<file path="config.mk">
export PLATFORM = sky130hd
export DESIGN_NAME = fetch_load_ctrl
export DESIGN_NICKNAME = d
export VERILOG_FILES = /design/src/fetch_ext_pkg.sv /design/src/fetch_pix_pkg.sv /design/src/fetch_load_ctrl.sv
export VERILOG_INCLUDE_DIRS = /design/src /design/src/src
export SDC_FILE = /design/constraint.sdc
export NUM_CORES = 1
export LEC_CHECK = 0
export BUFFER_PORTS_ARGS = -buffer_cell sky130_fd_sc_hd__buf_4
export CORE_AREA = 5 5 126 128
export CTS_BUF_LIST = sky130_fd_sc_hd__clkbuf_16
export DETAILED_ROUTE_END_ITERATION = 10
export DIE_AREA = 0 0 131 133
export GPL_TIMING_DRIVEN = 0
export PLACE_DENSITY_LB_ADDON = 0.05
export SLEW_MARGIN = 20
export SYNTH_ARGS = -nofsm -noshare
export SYNTH_HDL_FRONTEND = slang
export SYNTH_SLANG_ARGS = --single-unit
</file>
<file path="constraint.sdc">
create_clock -name clk -period 2.5 [get_ports clk]
set_input_delay 0.125 -clock clk [delete_from_list [all_inputs] [get_ports clk]]
set_output_delay 0.125 -clock clk [all_outputs]
set_load 0.03 [all_outputs]
</file>
<file path="src/fetch_config.svh">
// global defines: sample width, coordinate widths, CTU geometry, beat size, load mode code
`ifndef FETCH_CONFIG_SVH
`define FETCH_CONFIG_SVH

// sample width in bits
`define PIXEL_WIDTH         8

// CTU index widths
`define PIC_X_WIDTH         8
`define PIC_Y_WIDTH         8

// CTU geometry, luma only
`define CTU_SIZE            64
`define CTU_LOG2            6

// pixels carried by one external data beat
`define BEAT_PIXELS         16

// external mode code for the current luma load
`define MODE_LOAD_CUR_LUMA  5'd1

`endif

</file>
<file path="src/fetch_ext_pkg.sv">
// external-bus types: CTU index, pixel coordinate, length, mode and the load state enum
`include "fetch_config.svh"

package fetch_ext_pkg;

  // CTU index as given by the system side
  typedef logic [`PIC_X_WIDTH-1:0] ctu_x_t;
  typedef logic [`PIC_Y_WIDTH-1:0] ctu_y_t;

  // pixel coordinate on the external bus
  typedef logic [`PIC_X_WIDTH+`CTU_LOG2-1:0] ext_x_t;
  typedef logic [`PIC_Y_WIDTH+`CTU_LOG2-1:0] ext_y_t;

  // request width or height
  typedef logic [7:0] ext_len_t;

  // load/store mode code
  typedef logic [4:0] ext_mode_t;

  typedef enum logic [1:0] {
    LOAD_IDLE,
    LOAD_REQ,
    LOAD_DATA,
    LOAD_DONE
  } load_state_t;

endpackage

</file>
<file path="src/fetch_pix_pkg.sv">
// pixel-side types: pixel, beat row, 4x4 block, block coordinate, bank address and select
`include "fetch_config.svh"

package fetch_pix_pkg;

  // one luma sample
  typedef logic [`PIXEL_WIDTH-1:0] pixel_t;

  // one external beat, pixel 0 in the low byte
  typedef logic [`BEAT_PIXELS*`PIXEL_WIDTH-1:0] row_t;

  // one 4x4 block, block row 0 in the low 32 bits
  typedef logic [16*`PIXEL_WIDTH-1:0] blk_t;

  // 4x4 column or row index inside the CTU
  typedef logic [`CTU_LOG2-2-1:0] blk_coord_t;

  // word address inside one bank: 16 rows per bank x 4 quarters
  typedef logic [`CTU_LOG2-1:0] bank_addr_t;

  // bank index, row mod 4
  typedef logic [1:0] bank_sel_t;

endpackage

</file>
<file path="src/fetch_load_ctrl.sv">
// load controller: start/done FSM, external read request and beat counter for buffer writes
`include "fetch_config.svh"

module fetch_load_ctrl (
  input  logic                      clk,
  input  logic                      rst_n_i,
  // system side
  input  logic                      sysif_start_i,
  input  fetch_ext_pkg::ctu_x_t     load_cur_luma_x_i,
  input  fetch_ext_pkg::ctu_y_t     load_cur_luma_y_i,
  output logic                      sysif_done_o,
  // external load interface
  output logic                      extif_start_o,
  output fetch_ext_pkg::ext_mode_t  extif_mode_o,
  output fetch_ext_pkg::ext_x_t     extif_x_o,
  output fetch_ext_pkg::ext_y_t     extif_y_o,
  output fetch_ext_pkg::ext_len_t   extif_width_o,
  output fetch_ext_pkg::ext_len_t   extif_height_o,
  input  logic                      extif_rden_i,
  input  fetch_pix_pkg::row_t       extif_data_i,
  input  logic                      extif_done_i,
  // buffer write side
  output logic                      wr_en_o,
  output fetch_pix_pkg::bank_sel_t  wr_bank_o,
  output fetch_pix_pkg::bank_addr_t wr_addr_o,
  output fetch_pix_pkg::row_t       wr_data_o
);

  import fetch_pix_pkg::*;
  import fetch_ext_pkg::*;

  // quarter bits per row, then row bits on top
  localparam int QTR_W = `CTU_LOG2 - $clog2(`BEAT_PIXELS);
  localparam int CNT_W = `CTU_LOG2 + QTR_W;

  load_state_t              state_q;
  load_state_t              state_d;
  logic                     start_accept;
  logic                     load_active;
  logic [CNT_W-1:0]         beat_cnt_q;
  logic                     beat_full_q;
  logic [`CTU_LOG2-1:0]     beat_row;
  logic [QTR_W-1:0]         beat_qtr;
  ext_x_t                   ext_x_q;
  ext_y_t                   ext_y_q;

  // --------------------------------------------------------------------------
  // sequencing
  // --------------------------------------------------------------------------

  assign start_accept = (state_q == LOAD_IDLE) && sysif_start_i;
  assign load_active  = (state_q == LOAD_REQ) || (state_q == LOAD_DATA);

  always_comb begin
    state_d = state_q;
    case (state_q)
      LOAD_IDLE: begin
        if (sysif_start_i) begin
          state_d = LOAD_REQ;
        end
      end
      // request pulse lasts exactly one cycle
      LOAD_REQ:  state_d = LOAD_DATA;
      LOAD_DATA: begin
        if (extif_done_i) begin
          state_d = LOAD_DONE;
        end
      end
      LOAD_DONE: state_d = LOAD_IDLE;
      default:   state_d = LOAD_IDLE;
    endcase
  end

  always_ff @(posedge clk or negedge rst_n_i) begin
    if (!rst_n_i) begin
      state_q <= LOAD_IDLE;
    end else begin
      state_q <= state_d;
    end
  end

  assign extif_start_o = (state_q == LOAD_REQ);
  assign sysif_done_o  = (state_q == LOAD_DONE);

  // --------------------------------------------------------------------------
  // external request
  // --------------------------------------------------------------------------

  // CTU index to pixel position, held until the next accepted start
  always_ff @(posedge clk) begin
    if (start_accept) begin
      ext_x_q <= {load_cur_luma_x_i, {`CTU_LOG2{1'b0}}};
      ext_y_q <= {load_cur_luma_y_i, {`CTU_LOG2{1'b0}}};
    end
  end

  assign extif_x_o      = ext_x_q;
  assign extif_y_o      = ext_y_q;
  assign extif_mode_o   = `MODE_LOAD_CUR_LUMA;
  assign extif_width_o  = ext_len_t'(`CTU_SIZE);
  assign extif_height_o = ext_len_t'(`CTU_SIZE);

  // --------------------------------------------------------------------------
  // beat counter and write controls
  // --------------------------------------------------------------------------

  always_ff @(posedge clk or negedge rst_n_i) begin
    if (!rst_n_i) begin
      beat_cnt_q  <= '0;
      beat_full_q <= 1'b0;
    end else if (start_accept) begin
      beat_cnt_q  <= '0;
      beat_full_q <= 1'b0;
    end else if (wr_en_o) begin
      beat_cnt_q <= beat_cnt_q + 1'b1;
      // last beat of the CTU, drop anything after it
      if (&beat_cnt_q) begin
        beat_full_q <= 1'b1;
      end
    end
  end

  assign beat_row = beat_cnt_q[CNT_W-1:QTR_W];
  assign beat_qtr = beat_cnt_q[QTR_W-1:0];

  assign wr_en_o   = load_active && extif_rden_i && !beat_full_q;
  assign wr_bank_o = beat_row[1:0];
  assign wr_addr_o = {beat_row[`CTU_LOG2-1:2], beat_qtr};
  assign wr_data_o = extif_data_i;

endmodule

</file>
==> impl_metrics.yaml <==
worst_setup_path:
  startpoint: "state_q[0]"
  cpMaxStageDelayCell: "clkinv_1"
  path_buf_inv: 2
  worst_setup_path_start_kind: "flop"
  required_ps: 2240
  critPathMaxFanout: 24
  path_cells: "inv_1, ha_1, nand2_1, clkinv_1"
  r2r-start: "state_q[0]"
  reg2reg_slack_ps: 500
  critical_path_class: "flop to flop"
  r2r-end: "extif_x_o[6]"
  cp_top_family: "buffers and inverters"
  end_kind: "flop"
  critPathArrivalTime_ps: 1750
  max_stage_delay_ps: 680
  ff2ff_path_depth: 4
final_layout:
  register_area_sq_um: 756
  multi_input_area_sq_um: 450
  fin_area_sq_um: 4080
  diodes: 0
  fillers: 1618
  finalNetCount: 606
  synthToLayoutAreaGrowth_pct: 75.6
  final_cell_mix: "buf_4 (336), conb_1 (33), edfxtp_1 (16)"
  final_common_cell: "buf_4"
  drive_gt1_share_pct: 76.4
clocking:
  post_cts_buffers: 0
  cts_hold_buffers: 1
  h-tree-depth: 1
  cts.sinks: 27
  clk_latency_ps: 260
  root_buffer: "clkbuf_16"
  cts.clk_slew.worst_paths_ps: 70
  cts_resized: 0
  cts_buffers: 3
  cts_buffer_depth: 2
  cts_tree: "yes"
sta:
  finalMaxSlewViolations: 0
  fin_ws_ps: 495
  tightest_slew_ps: 863
  period_needed_ps: 2000
  post-route-period-util_pct: 80.2
  fmax_mhz: 499
  setup_viol: 0
  tns_ps: 0
  rsz0062_at_grt: "no"
  maxSlewHeadroom_pct: 42.1
  finalHoldViolCount: 0
  clock_skew_ps: 3.27
global_routing:
  grt_overflow: 0
  antenna_found_initial: 0
  grt_max_degree: 25
  grt_pass1_wl_um: 11300
  grt_pass1_vias: 2095
  grtUsageTotal_pct: 8.32
placed_design:
  place_congestion: 0.692
  portBuffers: 175
  dpl_cell_area_sq_um: 3990
  place_ws_ps: 433
floorplanning:
  row_count: 45
  ios: 337
  initial_core_util_pct: 15.7
  die_w_um: 131
  die_area_sq_um: 17400
  die_h_um: 133
  coreArea_sq_um: 14800
yosys:
  syn_area_per_cell_sq_um: 9.71
  post_synth_fa_ha_maj_area_fraction_pct: 3.23
  ys_seq_area_share_pct: 32.6
  ys_warn_count: 0
  post_synth_num_cell_types: 25
  synth_area_sq_um: 2320
  synth-simple-area-share_pct: 5.93
  synth_xor_area_share_pct: 0.755
  synth_top_area_cell: "buf_4"
  synth_compound_area_share_pct: 3.67
  ys_top_cells_by_area: "buf_4 (52%), edfxtp_1 (21%), dfrtp_1 (12%)"
  yosysTopAreaCellShare_pct: 52.1
  synth-seq-cells: 27
  synth_top_family_by_area: "buffers and inverters"
  synthMuxAreaShare_pct: 0.485
  syn_inst: 239
route:
  finalWirelength_um: 8300
  wl_per_cell_um: 13.0
  drc: 0
  drt-vias-per-instance: 3.13
  first_iter_violations: 26
  ant_nets: 0
  vias: 1999
  dr.pass1.iters: 3
worst_hold_path:
  hold_path_end: "extif_y_o[11]"
  min-delay-start: "load_cur_luma_y_i[5]"
  holdPathStages: 1
  min_path_type: "input port to flop"
run_status:
  outcome: "finished, final reports clean"
pwr:
  p_leak_nw: 2.24
  power_density_nw_per_um2: 569
  ir_drop_mv: 0.299
job:
  maxCapViolCount: 0
worst max path at each step:
stage / slack (ps) / endpoint / depth (start not counted)
after floorplan: 840 / beat_cnt_q[6] / 5
after global placement: 420 / extif_y_o[9] / 4
after detailed placement: 430 / extif_y_o[9] / 4
after CTS: 430 / extif_x_o[11] / 4
after global routing: 310 / extif_x_o[10] / 4
final: 500 / extif_x_o[6] / 4
cells by family (layout without fill, tap and decap cells):
logic type,count (synthesis),in the layout
multiplexers,1,1
AND/OR/NAND/NOR,20,20
adder cells (fa/ha/maj),6,6
buffers and inverters,167,347
other,2,33
flip-flops,27,27
XOR/XNOR,2,2
AO/OA/AOI/OAI,14,14
sequential cells by signal, summed over array words and instances (netlist names):
signal and cells:
state_q 2, extif_y_o 8, beat_cnt_q 8, extif_x_o 8
beat_full_q 1
through the flow:
step                power, mW  hold WS, ps  instances  utilization, %
finish                   2.32         38.5        638            27.6
detailed placement       1.98        -22.1        633            27.0
global route             2.45         25.5        638            27.6
CTS                      2.36         30.2        638            27.6
floorplan                1.56         -171        270               -
global placement         1.98        -19.9        633            27.0
power breakdown:
part	switching [mW]	total (mW)	internal [mW]
clock	0.152	0.367	0.215
combinational	0.780	1.31	0.531
sequential	0.0642	0.640	0.576
total	0.996	2.32	1.32
cell usage after synthesis:
cell and number:
o21ai_0 2, mux2_2 1, nand4b_4 1, nor2b_1 1
nand3_1 2, nor2_1 2, clkinv_1 1, buf_4 161
or4_1 3, o32a_1 1, xnor2_1 2, or3_1 1
inv_1 5, conb_1 2, edfxtp_1 16, ha_1 6
nor3_1 1, dfrtp_1 11, nand2_1 6, a21oi_1 7
or3_2 1, o31ai_1 3, nand4_1 1, o21a_1 1
nand3b_4 1
routing by layer:
metal  global-route usage, %  routed length (um)  share of wire, %  up-vias
li1                        -                   -                 -      994
met1                    6.63                2120                25      867
met2                    18.1                5160                62      136
met3                    3.75                1010                12        2
met4                   0.514                  19              0.23        0
met5                       0                   0                 0        -
worst reg2reg max path: cells and delay by family, from the launching register on:
kind                     cells  cell delay, ps
buffers and inverters        2             770
flip-flops                   1             400
adder cells (fa/ha/maj)      1             210
AND/OR/NAND/NOR              1             100
cell type report:
cell class,count,share of cell area (%)
repair buffers,176,32.5
plain buffers,161,29.7
flip-flops and latches,27,18.5
multi-input cells,76,11.0
well taps,188,5.77
clock buffers,3,1.84
inverters,6,0.552
clock inverters,1,0.123
Note: power is estimated with default switching activity, not from simulation.
